--- config.mk ---
export PLATFORM = sky130hd
export DESIGN_NAME = jvm_exec_top
export DESIGN_NICKNAME = d
export VERILOG_FILES = /design/src/common/jvm_pkg.sv /design/src/rtl/jvm_exec_top.sv /design/src/rtl/exec_control.sv /design/src/storage/local_var_array.sv /design/src/storage/eval_stack.sv /design/src/rtl/int_alu.sv /design/src/rtl/bytecode_decoder.sv
export VERILOG_INCLUDE_DIRS = /design/src /design/src/common
export SDC_FILE = /design/constraint.sdc
export NUM_CORES = 2
export LEC_CHECK = 0
export CORE_UTILIZATION = 48
export CTS_CLUSTER_DIAMETER = 50
export DETAILED_ROUTE_END_ITERATION = 10
export DONT_BUFFER_PORTS = 1
export PLACE_DENSITY = 0.59
export SYNTH_ARGS = -nofsm -noshare
export SYNTH_HDL_FRONTEND = slang
export SYNTH_SLANG_ARGS = --single-unit
--- constraint.sdc ---
create_clock -name clk -period 16.57 [get_ports clk]
set_input_delay 0.8285 -clock clk [delete_from_list [all_inputs] [get_ports clk]]
set_output_delay 0.8285 -clock clk [all_outputs]
set_load 0.02 [all_outputs]
--- src/common/jvm_consts.svh ---
`ifndef JVM_CONSTS_SVH
`define JVM_CONSTS_SVH

`define JVM_WORD_W      32
`define JVM_STACK_DEPTH 16
`define JVM_LVA_SIZE    16
`define JVM_FETCH_WAIT  3  // idle cycles before op_code is sampled

// opcodes in JVM encoding
`define OP_NOP       8'h00
`define OP_ICONST_M1 8'h02
`define OP_ICONST_0  8'h03
`define OP_ICONST_1  8'h04
`define OP_ICONST_2  8'h05
`define OP_ICONST_3  8'h06
`define OP_ICONST_4  8'h07
`define OP_ICONST_5  8'h08
`define OP_BIPUSH    8'h10
`define OP_SIPUSH    8'h11
`define OP_ILOAD     8'h15
`define OP_ILOAD_0   8'h1a
`define OP_ILOAD_1   8'h1b
`define OP_ILOAD_2   8'h1c
`define OP_ILOAD_3   8'h1d
`define OP_ISTORE    8'h36
`define OP_ISTORE_0  8'h3b
`define OP_ISTORE_1  8'h3c
`define OP_ISTORE_2  8'h3d
`define OP_ISTORE_3  8'h3e
`define OP_IADD      8'h60
`define OP_ISUB      8'h64
`define OP_IMUL      8'h68
`define OP_ISHL      8'h78
`define OP_ISHR      8'h7a
`define OP_IAND      8'h7e
`define OP_IOR       8'h80
`define OP_IXOR      8'h82
`define OP_IFEQ      8'h99
`define OP_IFNE      8'h9a
`define OP_IFLT      8'h9b
`define OP_IFGE      8'h9c
`define OP_IFGT      8'h9d
`define OP_IFLE      8'h9e
`define OP_IF_ICMPEQ 8'h9f
`define OP_IF_ICMPNE 8'ha0
`define OP_IF_ICMPLT 8'ha1
`define OP_IF_ICMPGE 8'ha2
`define OP_IF_ICMPGT 8'ha3
`define OP_IF_ICMPLE 8'ha4
`define OP_GOTO      8'ha7
`define OP_IRETURN   8'hac
`define OP_RETURN    8'hb1

`endif
--- src/common/jvm_pkg.sv ---
`include "jvm_consts.svh"

package jvm_pkg;

    typedef logic [`JVM_WORD_W-1:0] word_t;    // stack entry or local value
    typedef logic [7:0]             byte_t;    // opcode or argument byte
    typedef logic signed [15:0]     offset_t;  // distance to next instruction
    typedef logic [3:0]             lva_idx_t;
    typedef logic [4:0]             depth_t;   // stack fill count from 0 to 16

    typedef enum logic [2:0] {
        ALU_ADD, ALU_SUB, ALU_MUL, ALU_AND,
        ALU_OR, ALU_XOR, ALU_SHL, ALU_SHR
    } alu_op_t;

    typedef enum logic [2:0] {
        EQ, NE, LT, LE, GE, GT
    } cmp_t;

    typedef enum logic [3:0] {
        IDLE, FETCH, DECODE, S_LOAD, LVA_START,
        LVA_WAIT, COMP, EXEC, WRITE
    } exec_state_t;

endpackage

--- src/rtl/jvm_exec_top.sv ---
`timescale 1ns/1ps

module jvm_exec_top (
    input  logic             clk,
    input  logic             rst_n,
    input  jvm_pkg::byte_t   op_code,
    input  jvm_pkg::byte_t   arg1,
    input  jvm_pkg::byte_t   arg2,
    output logic             op_done,
    output jvm_pkg::offset_t offset,
    output jvm_pkg::word_t   tos,
    output jvm_pkg::depth_t  stack_depth
);
    import jvm_pkg::*;

    logic     stack_trigger;
    logic     stack_push;
    logic     stack_done;
    word_t    stack_wdata;
    word_t    stack_rdata;
    logic     lva_trigger;
    logic     lva_write;
    logic     lva_done;
    lva_idx_t lva_index;
    word_t    lva_wdata;
    word_t    lva_rdata;
    word_t    operand_a;
    word_t    operand_b;
    word_t    alu_result;
    alu_op_t  alu_op;
    cmp_t     cmp_type;
    logic     is_cmp_two;
    logic     cmp_true;

    exec_control exec_control_inst (
        .clk           (clk),
        .rst_n         (rst_n),
        .op_code       (op_code),
        .arg1          (arg1),
        .arg2          (arg2),
        .stack_done    (stack_done),
        .stack_rdata   (stack_rdata),
        .lva_rdata     (lva_rdata),
        .alu_result    (alu_result),
        .cmp_true      (cmp_true),
        .lva_done      (lva_done),
        .stack_trigger (stack_trigger),
        .stack_push    (stack_push),
        .stack_wdata   (stack_wdata),
        .lva_trigger   (lva_trigger),
        .lva_write     (lva_write),
        .lva_index     (lva_index),
        .lva_wdata     (lva_wdata),
        .operand_a     (operand_a),
        .operand_b     (operand_b),
        .alu_op        (alu_op),
        .cmp_type      (cmp_type),
        .is_cmp_two    (is_cmp_two),
        .op_done       (op_done),
        .offset        (offset)
    );

    int_alu int_alu_inst (
        .operand_a  (operand_a),
        .operand_b  (operand_b),
        .alu_op     (alu_op),
        .cmp_type   (cmp_type),
        .is_cmp_two (is_cmp_two),
        .result     (alu_result),
        .cmp_true   (cmp_true)
    );

    eval_stack eval_stack_inst (
        .clk     (clk),
        .rst_n   (rst_n),
        .trigger (stack_trigger),
        .push    (stack_push),
        .wdata   (stack_wdata),
        .done    (stack_done),
        .rdata   (stack_rdata),
        .tos     (tos),
        .depth   (stack_depth)
    );

    local_var_array local_var_array_inst (
        .clk     (clk),
        .rst_n   (rst_n),
        .trigger (lva_trigger),
        .write   (lva_write),
        .index   (lva_index),
        .wdata   (lva_wdata),
        .done    (lva_done),
        .rdata   (lva_rdata)
    );

endmodule

--- src/rtl/exec_control.sv ---
`timescale 1ns/1ps
`include "jvm_consts.svh"

module exec_control (
    input  logic              clk,
    input  logic              rst_n,
    input  jvm_pkg::byte_t    op_code,
    input  jvm_pkg::byte_t    arg1,
    input  jvm_pkg::byte_t    arg2,
    input  logic              stack_done,
    input  jvm_pkg::word_t    stack_rdata,
    input  jvm_pkg::word_t    lva_rdata,
    input  jvm_pkg::word_t    alu_result,
    input  logic              cmp_true,
    input  logic              lva_done,
    output logic              stack_trigger,
    output logic              stack_push,     // high push, low pop
    output jvm_pkg::word_t    stack_wdata,
    output logic              lva_trigger,
    output logic              lva_write,      // high write, low read
    output jvm_pkg::lva_idx_t lva_index,
    output jvm_pkg::word_t    lva_wdata,
    output jvm_pkg::word_t    operand_a,
    output jvm_pkg::word_t    operand_b,
    output jvm_pkg::alu_op_t  alu_op,
    output jvm_pkg::cmp_t     cmp_type,
    output logic              is_cmp_two,
    output logic              op_done,
    output jvm_pkg::offset_t  offset
);
    import jvm_pkg::*;

    exec_state_t state;
    logic [1:0]  fetch_wait;      // cycles left before op_code is sampled
    logic [1:0]  pop_cnt;         // pops still to do
    logic        jump;
    logic        finish;          // instruction completes this cycle
    logic        idle_op;
    word_t       wb_value;
    offset_t     next_offset;

    logic        is_alu;
    logic        is_cmp;
    logic        is_const;
    logic        is_arg_push;
    logic        is_goto;
    logic        is_lva_read;
    logic        is_lva_write;
    logic        stack_wb;
    word_t       const_val;
    lva_idx_t    dec_lva_index;
    logic [1:0]  argc;
    logic [1:0]  stack_args;

    bytecode_decoder bytecode_decoder_inst (
        .op_code      (op_code),
        .is_alu       (is_alu),
        .is_cmp       (is_cmp),
        .is_cmp_two   (is_cmp_two),
        .is_const     (is_const),
        .is_arg_push  (is_arg_push),
        .is_goto      (is_goto),
        .is_lva_read  (is_lva_read),
        .is_lva_write (is_lva_write),
        .stack_wb     (stack_wb),
        .alu_op       (alu_op),
        .cmp_type     (cmp_type),
        .const_val    (const_val),
        .lva_index    (dec_lva_index),
        .argc         (argc),
        .stack_args   (stack_args)
    );

    assign idle_op = (op_code == `OP_NOP) || (op_code == `OP_RETURN) ||
                     (op_code == `OP_IRETURN);
    assign finish  = (state == EXEC && !stack_wb) || (state == WRITE && stack_done);
    assign next_offset = jump ? offset_t'({arg1, arg2}) : offset_t'(argc) + offset_t'(1);

    always_comb begin
        if (is_const)
            wb_value = const_val;
        else if (is_arg_push && argc == 2'd1)
            wb_value = {{24{arg1[7]}}, arg1};              // bipush
        else if (is_arg_push)
            wb_value = {{16{arg1[7]}}, arg1, arg2};        // sipush
        else if (is_alu)
            wb_value = alu_result;
        else
            wb_value = lva_rdata;
    end

    always_ff @(posedge clk or negedge rst_n) begin
        if (!rst_n) begin
            state         <= IDLE;
            fetch_wait    <= 2'(`JVM_FETCH_WAIT);
            pop_cnt       <= 2'd0;
            jump          <= 1'b0;
            stack_trigger <= 1'b0;
            stack_push    <= 1'b0;
            lva_trigger   <= 1'b0;
            lva_write     <= 1'b0;
            op_done       <= 1'b0;
            offset        <= '0;
        end else begin
            op_done       <= finish;
            stack_trigger <= 1'b0;    // strobes are re-armed below
            lva_trigger   <= 1'b0;
            if (finish) begin
                offset     <= next_offset;
                fetch_wait <= 2'(`JVM_FETCH_WAIT);
                state      <= IDLE;
            end
            case (state)
                IDLE: begin
                    if (fetch_wait != 2'd0)
                        fetch_wait <= fetch_wait - 2'd1;
                    else if (!idle_op)
                        state <= FETCH;
                end
                FETCH: begin
                    pop_cnt <= stack_args;
                    jump    <= 1'b0;
                    state   <= DECODE;
                end
                DECODE: begin
                    if (stack_args != 2'd0) begin
                        stack_trigger <= 1'b1;
                        stack_push    <= 1'b0;
                        state         <= S_LOAD;
                    end else if (is_lva_read) begin
                        state <= LVA_START;
                    end else begin
                        jump  <= is_goto;
                        state <= EXEC;
                    end
                end
                S_LOAD: begin
                    if (stack_done) begin
                        if (pop_cnt == 2'd2) begin
                            pop_cnt       <= pop_cnt - 2'd1;
                            stack_trigger <= 1'b1;    // second pop
                        end else if (is_cmp) begin
                            state <= COMP;
                        end else if (is_lva_write) begin
                            state <= LVA_START;
                        end else begin
                            state <= EXEC;
                        end
                    end
                end
                LVA_START: begin
                    lva_trigger <= 1'b1;
                    lva_write   <= is_lva_write;
                    state       <= LVA_WAIT;
                end
                LVA_WAIT: begin
                    if (lva_done)
                        state <= EXEC;
                end
                COMP: begin
                    jump  <= cmp_true;
                    state <= EXEC;
                end
                EXEC: begin
                    if (stack_wb) begin
                        stack_trigger <= 1'b1;
                        stack_push    <= 1'b1;
                        state         <= WRITE;
                    end
                end
                WRITE: begin
                end
                default: state <= IDLE;
            endcase
        end
    end

    // operands and memory data
    always_ff @(posedge clk) begin
        if (state == DECODE)
            lva_index <= (argc == 2'd1) ? arg1[3:0] : dec_lva_index;
        if (state == S_LOAD && stack_done) begin
            if (pop_cnt == 2'd2)
                operand_b <= stack_rdata;    // top of stack comes first
            else
                operand_a <= stack_rdata;
        end
        if (state == LVA_START)
            lva_wdata <= operand_a;
        if (state == EXEC)
            stack_wdata <= wb_value;
    end

endmodule

--- src/storage/local_var_array.sv ---
`timescale 1ns/1ps
`include "jvm_consts.svh"

module local_var_array (
    input  logic              clk,
    input  logic              rst_n,
    input  logic              trigger,
    input  logic              write,    // high write, low read
    input  jvm_pkg::lva_idx_t index,
    input  jvm_pkg::word_t    wdata,
    output logic              done,
    output jvm_pkg::word_t    rdata
);
    import jvm_pkg::*;

    word_t mem [`JVM_LVA_SIZE];

    // locals start at zero
    always_ff @(posedge clk or negedge rst_n) begin
        if (!rst_n) begin
            done <= 1'b0;
            for (int i = 0; i < `JVM_LVA_SIZE; i++)
                mem[i] <= '0;
        end else begin
            done <= trigger;
            if (trigger && write)
                mem[index] <= wdata;
        end
    end

    always_ff @(posedge clk) begin
        if (trigger && !write)
            rdata <= mem[index];   // valid with done
    end

endmodule

--- src/storage/eval_stack.sv ---
`timescale 1ns/1ps
`include "jvm_consts.svh"

module eval_stack (
    input  logic            clk,
    input  logic            rst_n,
    input  logic            trigger,
    input  logic            push,      // high push, low pop
    input  jvm_pkg::word_t  wdata,
    output logic            done,
    output jvm_pkg::word_t  rdata,     // popped value that is held until the next pop
    output jvm_pkg::word_t  tos,
    output jvm_pkg::depth_t depth
);
    import jvm_pkg::*;

    word_t      mem [`JVM_STACK_DEPTH];
    depth_t     sp;                    // filled entries
    logic [3:0] top_idx;
    logic       empty;
    logic       full;

    assign empty   = (sp == '0);
    assign full    = (sp == depth_t'(`JVM_STACK_DEPTH));
    assign top_idx = 4'(sp - depth_t'(1));
    assign tos     = empty ? '0 : mem[top_idx];
    assign depth   = sp;

    always_ff @(posedge clk or negedge rst_n) begin
        if (!rst_n) begin
            sp   <= '0;
            done <= 1'b0;
        end else begin
            done <= trigger;
            if (trigger && push && !full)
                sp <= sp + depth_t'(1);
            else if (trigger && !push && !empty)
                sp <= sp - depth_t'(1);
        end
    end

    // a push to a full stack is dropped and a pop from empty reads 0
    always_ff @(posedge clk) begin
        if (trigger && push && !full)
            mem[sp[3:0]] <= wdata;
        if (trigger && !push)
            rdata <= empty ? '0 : mem[top_idx];
    end

endmodule

--- src/rtl/int_alu.sv ---
`timescale 1ns/1ps

module int_alu (
    input  jvm_pkg::word_t   operand_a,   // deeper stack value
    input  jvm_pkg::word_t   operand_b,   // top stack value
    input  jvm_pkg::alu_op_t alu_op,
    input  jvm_pkg::cmp_t    cmp_type,
    input  logic             is_cmp_two,
    output jvm_pkg::word_t   result,
    output logic             cmp_true
);
    import jvm_pkg::*;

    logic [4:0] shamt;
    word_t      rhs;                      // right side of the comparison

    assign shamt = operand_b[4:0];
    assign rhs   = is_cmp_two ? operand_b : '0;

    always_comb begin
        case (alu_op)
            ALU_ADD: result = operand_a + operand_b;
            ALU_SUB: result = operand_a - operand_b;
            ALU_MUL: result = operand_a * operand_b;     // low word only
            ALU_AND: result = operand_a & operand_b;
            ALU_OR:  result = operand_a | operand_b;
            ALU_XOR: result = operand_a ^ operand_b;
            ALU_SHL: result = operand_a << shamt;
            ALU_SHR: result = word_t'($signed(operand_a) >>> shamt);
            default: result = '0;
        endcase
    end

    // JVM branch compares are signed
    always_comb begin
        case (cmp_type)
            EQ:      cmp_true = (operand_a == rhs);
            NE:      cmp_true = (operand_a != rhs);
            LT:      cmp_true = ($signed(operand_a) <  $signed(rhs));
            LE:      cmp_true = ($signed(operand_a) <= $signed(rhs));
            GE:      cmp_true = ($signed(operand_a) >= $signed(rhs));
            GT:      cmp_true = ($signed(operand_a) >  $signed(rhs));
            default: cmp_true = 1'b0;
        endcase
    end

endmodule

--- src/rtl/bytecode_decoder.sv ---
`timescale 1ns/1ps
`include "jvm_consts.svh"

module bytecode_decoder (
    input  jvm_pkg::byte_t    op_code,
    output logic              is_alu,
    output logic              is_cmp,
    output logic              is_cmp_two,    // if_icmp form that compares two stack values
    output logic              is_const,
    output logic              is_arg_push,   // bipush or sipush
    output logic              is_goto,
    output logic              is_lva_read,
    output logic              is_lva_write,
    output logic              stack_wb,      // result is pushed back
    output jvm_pkg::alu_op_t  alu_op,
    output jvm_pkg::cmp_t     cmp_type,
    output jvm_pkg::word_t    const_val,
    output jvm_pkg::lva_idx_t lva_index,     // implied index of the short forms
    output logic [1:0]        argc,          // inline argument bytes
    output logic [1:0]        stack_args     // values popped before execution
);
    import jvm_pkg::*;

    always_comb begin
        is_alu       = 1'b0;
        is_cmp       = 1'b0;
        is_cmp_two   = 1'b0;
        is_const     = 1'b0;
        is_arg_push  = 1'b0;
        is_goto      = 1'b0;
        is_lva_read  = 1'b0;
        is_lva_write = 1'b0;
        stack_wb     = 1'b0;
        alu_op       = ALU_ADD;
        cmp_type     = EQ;
        const_val    = '0;
        lva_index    = '0;
        argc         = 2'd0;
        stack_args   = 2'd0;
        case (op_code)
            `OP_ICONST_M1, `OP_ICONST_0, `OP_ICONST_1, `OP_ICONST_2,
            `OP_ICONST_3, `OP_ICONST_4, `OP_ICONST_5: begin
                is_const  = 1'b1;
                stack_wb  = 1'b1;
                const_val = word_t'(op_code) - word_t'(3); // 0x02 gives -1
            end
            `OP_BIPUSH, `OP_SIPUSH: begin
                is_arg_push = 1'b1;
                stack_wb    = 1'b1;
                argc        = (op_code == `OP_SIPUSH) ? 2'd2 : 2'd1;
            end
            `OP_ILOAD: begin
                is_lva_read = 1'b1;
                stack_wb    = 1'b1;
                argc        = 2'd1;
            end
            `OP_ILOAD_0, `OP_ILOAD_1, `OP_ILOAD_2, `OP_ILOAD_3: begin
                is_lva_read = 1'b1;
                stack_wb    = 1'b1;
                lva_index   = lva_idx_t'(op_code - `OP_ILOAD_0);
            end
            `OP_ISTORE: begin
                is_lva_write = 1'b1;
                stack_args   = 2'd1;
                argc         = 2'd1;
            end
            `OP_ISTORE_0, `OP_ISTORE_1, `OP_ISTORE_2, `OP_ISTORE_3: begin
                is_lva_write = 1'b1;
                stack_args   = 2'd1;
                lva_index    = lva_idx_t'(op_code - `OP_ISTORE_0);
            end
            `OP_IADD, `OP_ISUB, `OP_IMUL, `OP_ISHL,
            `OP_ISHR, `OP_IAND, `OP_IOR, `OP_IXOR: begin
                is_alu     = 1'b1;
                stack_wb   = 1'b1;
                stack_args = 2'd2;
                case (op_code)
                    `OP_ISUB: alu_op = ALU_SUB;
                    `OP_IMUL: alu_op = ALU_MUL;
                    `OP_ISHL: alu_op = ALU_SHL;
                    `OP_ISHR: alu_op = ALU_SHR;
                    `OP_IAND: alu_op = ALU_AND;
                    `OP_IOR:  alu_op = ALU_OR;
                    `OP_IXOR: alu_op = ALU_XOR;
                    default:  alu_op = ALU_ADD;
                endcase
            end
            `OP_IFEQ, `OP_IFNE, `OP_IFLT, `OP_IFGE, `OP_IFGT, `OP_IFLE,
            `OP_IF_ICMPEQ, `OP_IF_ICMPNE, `OP_IF_ICMPLT,
            `OP_IF_ICMPGE, `OP_IF_ICMPGT, `OP_IF_ICMPLE: begin
                is_cmp     = 1'b1;
                is_cmp_two = (op_code >= `OP_IF_ICMPEQ);
                stack_args = (op_code >= `OP_IF_ICMPEQ) ? 2'd2 : 2'd1;
                argc       = 2'd2;               // branch offset bytes
                case (op_code)
                    `OP_IFNE, `OP_IF_ICMPNE: cmp_type = NE;
                    `OP_IFLT, `OP_IF_ICMPLT: cmp_type = LT;
                    `OP_IFGE, `OP_IF_ICMPGE: cmp_type = GE;
                    `OP_IFGT, `OP_IF_ICMPGT: cmp_type = GT;
                    `OP_IFLE, `OP_IF_ICMPLE: cmp_type = LE;
                    default:                 cmp_type = EQ;
                endcase
            end
            `OP_GOTO: begin
                is_goto = 1'b1;
                argc    = 2'd2;
            end
            default: begin
            end
        endcase
    end

endmodule

### Yosys cells after proc, flatten, opt, wreduce, memory -nomap -nowiden

Memories as Yosys holds them, arrays and structs flattened.
Index checks and enable logic that the tools add are counted.

| cells by class | value |
|---|---|
| add/sub/neg operators | 10 |
| multipliers | 1 |
| order comparisons | 7 |
| equal/unequal tests | 73 |
| shift operators | 2 |
| mux-type cells | 69 |
| bitwise gates (word level) | 5 |
| reductions and logical operators | 51 |

Operators by type and width:

| operator | count |
|---|---|
| bitwise mux 512 bit | 1 |
| two-way mux 32 bit | 10 |
| case mux 32 bit (8 select lines) | 1 |
| == test 8 bit (second input constant) | 17 |
| binary-select mux 32 bit (select 4 bit) | 1 |
| demux 32 bit (select 4 bit) | 1 |
| == test 8 x 5 -> 1 bit (second input constant) | 7 |
| == test 8 x 7 -> 1 bit (second input constant) | 6 |
| == test 8 x 6 -> 1 bit (second input constant) | 5 |
| two-way mux 4 bit | 10 |
| case mux 4 bit (9 select lines) | 1 |
| adder 32 bit | 1 |
| bitwise AND 32 bit | 1 |
| == test 32 bit | 1 |
| == test 8 x 3 -> 1 bit (second input constant) | 4 |
| greater-or-equal comparator 32 bit | 1 |
| greater-than comparator 32 bit | 1 |
| <= comparator 32 bit | 1 |
| < comparator 32 bit | 1 |
| multiplier 32 x 32 -> 32 bit | 1 |
| inequality test 32 bit | 1 |
| bitwise OR 32 bit | 1 |
| left shift 32 x 5 -> 32 bit | 1 |
| >>> shifter 32 x 5 -> 32 bit | 1 |
| other kinds (59) | 142 |

| word-level totals | value |
|---|---|
| bits in registers | 745 |
| bits in writable memories | 512 |
| bits of input ports | 26 |
| output and inout bits | 54 |
| word-level logic and storage cells | 255 |
| memories | 1 |

Memory list:

| name | depth | bits a word | read ports | clocked after Yosys merged registers in | wr ports | RTL line | RTL |
|---|---|---|---|---|---|---|---|
| eval_stack_inst.mem | 16 | 32 | 1 | 0 | 1 | eval_stack.sv:17 | `` word_t mem [`JVM_STACK_DEPTH]; `` |

### Depth between registers and ports, before layout

| depth | value |
|---|---|
| depth in word-level cells | 10 |
| mapped depth | 31 |
| mapped depth without buffers | 27 |

### Hierarchy

Synthesis repeated with hierarchy kept, for this count alone.

| unflattened totals | value |
|---|---|
| cell total of the unflattened synthesis | 6035 |
| area, all modules | 75562.5 um^2 |

By module, submodules not included:

| module | instances | cells each | area each (um^2) | sequential area each (um^2) |
|---|---|---|---|---|
| local_var_array | 1 | 1438 | 23785.3 | 13798.2 |
| int_alu | 1 | 3041 | 23253.6 | 0.0 |
| eval_stack | 1 | 927 | 21022.7 | 16485.8 |
| exec_control | 1 | 482 | 6553.8 | 4717.0 |
| bytecode_decoder | 1 | 147 | 947.2 | 0.0 |

### Worst setup path after synthesis

OpenSTA, ideal clock, no wires.

| timing path | value |
|---|---|
| path type | register to register |
| start point | register exec_control_inst.operand_b[2] |
| end point | register exec_control_inst.stack_wdata[31] (data pin) |
| setup time | 0.275 ns |
| arrival time | 7.856 ns |
| data required time | 16.295 ns |
| slack | 8.439 ns |
| stages on the path, launching flop included | 29 |
| path through | edfxtp_1 inv_2 buf_1 clkbuf_1 clkbuf_1 nor2_1 fa_1 inv_1 fa_1 fa_1 fa_1 inv_1 fa_1 inv_1 fa_1 inv_1 fa_1 fa_1 ha_1 a21o_1 a221o_1 a21oi_1 o21bai_1 a21o_1 o2111ai_1 a21oi_1 xnor2_1 a221oi_1 a211oi_1 |

| on the way | value |
|---|---|
| longest elaborated chain between the ends | 6 |
| elaborated cells between the ends (all ways) | 10 |

Ends and longest elaborated chain:

| item | RTL line | RTL |
|---|---|---|
| start, declared | exec_control.sv:24 | `output jvm_pkg::word_t operand_b,` |
| start signal, assigned | exec_control.sv:184 | `operand_b <= stack_rdata;` |
| multiplier 32 x 32 -> 32 bit, or another cell as far along | int_alu.sv:24 | `ALU_MUL: result = operand_a * operand_b;` |
| case mux 32 bit (8 select lines) (*) | int_alu.sv:21 | `case (alu_op)` |
| two-way mux 32 bit (*) | exec_control.sv:86 | `else if (is_alu)` |
| two-way mux 32 bit (*) | exec_control.sv:84 | `else if (is_arg_push)` |
| two-way mux 32 bit (*) | exec_control.sv:82 | `else if (is_arg_push && argc == 2'd1)` |
| two-way mux 32 bit (*) | exec_control.sv:80 | `if (is_const)` |
| via exec_control_inst.wb_value[31] | exec_control.sv:39 | `word_t wb_value;` |
| end signal, assigned | exec_control.sv:191 | `stack_wdata <= wb_value;` |
| end, declared | exec_control.sv:18 | `output jvm_pkg::word_t stack_wdata,` |

Mark *: on every way through the listed nets, which the timed path passes. The rest lies on a longest branch.
A chain may end at the register's enable or synchronous reset.

### Worst setup path after layout

| timing path | value |
|---|---|
| start point | register exec_control_inst.operand_b[2] |
| end point | register exec_control_inst.stack_wdata[28] (data pin) |

The elaborated chain is that of the path after synthesis.

==> results.md <==
- Commonest cells after routing, fill and taps aside: sky130_fd_sc_hd__edfxtp_1 (708), sky130_fd_sc_hd__dfrtp_1 (546), sky130_fd_sc_hd__mux2_2 (517), sky130_fd_sc_hd__nor2_1 (506), sky130_fd_sc_hd__inv_1 (439)
- Routed via count divided by cell count: ~6.3
- Vias: approximately 49k
- Number of buffers created by CTS: ~140
- Final routed wirelength across all metal layers: 235600 um
- Routed Antenna Nets: 0
- First drt pass iteration count: 9
- Sequential area share after synthesis: 0.4680
- Worst Skew: roughly 32 ps
- Most repeated library cell on the critical path: sky130_fd_sc_hd__fa_1
- Capturing instance or port of the critical path: exec_control_inst.stack_wdata[28]$_DFFE_PP_
- Row count: 144
- Worst-case clock buffer depth: 3
- Required arrival time at the worst endpoint: ~17000 ps
- Initial antenna violation count: 12
- Clock tree from TritonCTS: built
- HPWL reported at the end of detailed placement: 154900 um
- Commonest non-fill, non-tap cell in the layout: sky130_fd_sc_hd__edfxtp_1
- Reported max-cap violation count: 0
- Power Dens Cells: 131.1 nW/um^2
- Share of final-layout standard cells stronger than drive strength 1: 0.2305
- Cell area after synthesis: 74790 um^2
- End of the worst register-to-register path: exec_control_inst.stack_wdata[28]$_DFFE_PP_
- Number of buffers inserted to repair setup after CTS: 0
- Nature of the critical path startpoint: flip-flop
- Overall global routing resource usage: 0.3027
- Number of port buffers: 0
- Depth of the worst register-to-register path: 23
- Data arrival time at the worst-slack endpoint: 9700 ps
- Number of nets produced by synthesis: 6404
- Number of synthesized flops with an enable pin: 708
- Reg2Reg Launch Point: exec_control_inst.operand_b[2]$_DFFE_PP_
- Post-synth cell types: 83
- Number of global-route vias before repair: 49.18k
- Max incr delay on CP: between 700 and 800 ps
- Kind of end point of the critical path: flip-flop
- Setup Viol. Count Final: 0
- Class of the worst hold path: in2reg
- Count of mapped cells out of synthesis: roughly 5.7k
- Share of synthesized flip-flops with an asynchronous set or reset: 0.4368
- Prevailing post-synth register cell: sky130_fd_sc_hd__edfxtp_1
- Worst rel slew slack: 0.1655
- FMAX: 108.3 MHz
- CP max stage cell: sky130_fd_sc_hd__inv_2
- Fillers: 13.00k
- Clock latency at the later pin of the worst-skew pair: 780 ps
- Global-route wire length before repair: 344900 um
- Outcome: completed
- Starting Density: 0.4843
- Final routed wire length divided by cell count: 30.22 um
- Count of hold buffers inserted by post-cts repair: 1
- Hold path startpoint: arg1[1]
- Worst setup path class: reg2reg
- Max VDD drop: ~440 uV
- Buffer and inverter count on the worst path: 4
- Die span in x: 396.7 um
- Total power draw: between 10000 and 15000 uW
- Unrepaired setup endpoints after global routing: no
- Kind of cell adding the most delay to the critical path: adder cells
- Clock root buffer: sky130_fd_sc_hd__clkbuf_16
- Instance count on the critical path: 23
- Synthesis Warnings: 0
- Placer congestion estimate: 1.005
- Time the worst path needs with I/O delays and setup: a little over 9000 ps
- Clock slew seen by the registers of the worst setup and hold paths: 50 ps
- Ordered cell list for the critical path: inv_2 -> buf_4 -> nor2_1 -> fa_1 -> inv_1 -> fa_1 -> fa_1 -> fa_1 -> inv_1 -> fa_1 -> fa_1 -> fa_1 -> fa_1 -> ha_1 -> a21oi_1 -> o21ai_0 -> a311oi_1 -> o21ai_0 -> o221ai_1 -> or3b_2 -> a21oi_1 -> nor4_1 -> o22ai_1
- Leakage dissipation: 0.03394 uW
- Highest fanout seen on the critical path: 39
- Synthesized flop and latch total: 1257
- Maximum level of the CTS H-tree: 4
- Die Footprint: 157400 um^2
- Syn avg cell area: 13.11 um^2
- Pin count of the biggest net entering global routing: 550
- Final Max Tran Viols: 0
- I/O pins: 80
- Share of the clock period used by the worst path after layout: 0.5574
- Final setup TNS: 0 ps
- Clock tree sinks: 1257
- Remaining design rule violation count: 0
- Transition time at the pin with the least slew margin: between 1000 and 1500 ps
- Critical path launch point: exec_control_inst.operand_b[2]$_DFFE_PP_
- Standard cell core area: 154400 um^2
- Hold Fails Final Rpt: 0
- Height of the die: 396.7 um
- Number of DRC markers after the initial detailed-route iteration: 5543
- Total global routing overflow: 0
- R2r setup slk: ~7300 ps
- Final Net Count: 6334
- Post-route worst hold slack: just under 200 ps
- Post-synthesis to final-layout area growth: 10.10%
- Cells resized by post-CTS repair: 0
## where the power goes
group	total (uW)	leakage, uW	internal [uW]	switching [uW]
sequential	4530	0.0138	4020	504
clock	3190	0.00232	1880	1310
combinational	3080	0.0178	1490	1590
total	10800	0.0339	7390	3410
## registers in the layout, indices dropped and copies added, names as in the netlist, 4 cells and up
signal                         count
exec_control_inst.lva_wdata       32
eval_stack_inst.depth              5
eval_stack_inst.rdata             32
local_var_array_inst.mem         512
exec_control_inst.lva_index        4
exec_control_inst.operand_b       32
exec_control_inst.offset          16
exec_control_inst.state            4
local_var_array_inst.rdata        32
exec_control_inst.operand_a       32
eval_stack_inst.mem              512
exec_control_inst.stack_wdata     32
## cell families (layout without fill, tap and decap cells)
kind of cell	after synthesis	in the layout	synth area share
adder cells (fa/ha/maj)	674	674	0.1538
XOR/XNOR	138	138	0.01616
multiplexers	949	949	0.1934
AO/OA/AOI/OAI	630	630	0.05549
flip-flops	1257	1257	0.4680
other	0	7	0
AND/OR/NAND/NOR	1210	1210	0.07032
buffers and inverters	846	887	0.04281
## metal layers
metal	share of wire	wire length, um	GRT usage	up-vias
li1	-	-	-	20280
met1	0.42	98180	0.4277	25620
met2	0.45	106000	0.4574	2305
met3	0.090	21100	0.06684	526
met4	0.044	10250	0.1165	14
met5	0.00037	87	0	-
## area by class of cell
| type | count | area (um^2) | area share |
|---|---|---|---|
| well taps | 2044 | 2557 | 0.03106 |
| clock buffers | 181 | 3882 | 0.04715 |
| flip-flops and latches | 1257 | 35000 | 0.4251 |
| multi-input cells | 3601 | 36890 | 0.4481 |
| inverters | 462 | 1734 | 0.02106 |
| repair buffers | 170 | 1396 | 0.01696 |
| diodes | 7 | 17.52 | 0.0002127 |
| clock inverters | 74 | 853.3 | 0.01036 |
## how the worst min path moves through the flow
stage	slack, ps	end	cells past startpoint
2_1_floorplan	370	eval_stack_inst.done$_DFF_PN0_	0
3_3_place_gp	390	eval_stack_inst.done$_DFF_PN0_	0
3_5_place_dp	400	eval_stack_inst.done$_DFF_PN0_	0
4_1_cts	140	exec_control_inst.offset[8]$_DFFE_PN0P_	2
5_1_grt	180	exec_control_inst.offset[9]$_DFFE_PN0P_	2
6_report	190	exec_control_inst.offset[9]$_DFFE_PN0P_	2
## through the flow
step	util	instance area, um^2	cells	setup slack, ps
2_1_floorplan	-	74790	5704	8439
3_3_place_gp	0.5017	77470	7529	7506
3_5_place_dp	0.5017	77470	7529	7602
4_1_cts	0.5325	82230	7785	7565
5_1_grt	0.5332	82330	7792	7066
6_report	0.5333	82340	7796	7334
## synthesized netlist by cell type (43+ instances only)
master	n	area, um^2
sky130_fd_sc_hd__edfxtp_1	708	21260
sky130_fd_sc_hd__nor2b_1	52	325.3
sky130_fd_sc_hd__mux4_2	345	7770
sky130_fd_sc_hd__xnor2_1	108	945.9
sky130_fd_sc_hd__o21ai_0	133	665.6
sky130_fd_sc_hd__mux2_2	517	5822
sky130_fd_sc_hd__inv_1	440	1652
sky130_fd_sc_hd__nand2_1	393	1475
sky130_fd_sc_hd__nand3_1	45	225.2
sky130_fd_sc_hd__nor2_1	530	1989
sky130_fd_sc_hd__a221oi_1	43	376.6
sky130_fd_sc_hd__fa_1	409	8188
sky130_fd_sc_hd__mux2i_1	87	870.8
sky130_fd_sc_hd__ha_1	265	3316
sky130_fd_sc_hd__buf_1	75	281.5
sky130_fd_sc_hd__dfrtp_1	547	13690
sky130_fd_sc_hd__a211oi_1	89	668.1
sky130_fd_sc_hd__a21oi_1	128	640.6
sky130_fd_sc_hd__clkbuf_1	293	1100
## worst reg2reg max path: cells and delay by family, from the launching register on
| family | cells | cell delay (ps) |
|---|---|---|
| adders and majority gates | 9 | 4370 |
| and+or+nand+nor | 3 | 990 |
| DFF | 1 | 620 |
| AOI/OAI and AO/OA | 7 | 1490 |
| buffers and inverters | 4 | 1430 |
Power figures use the tool's default switching activity.
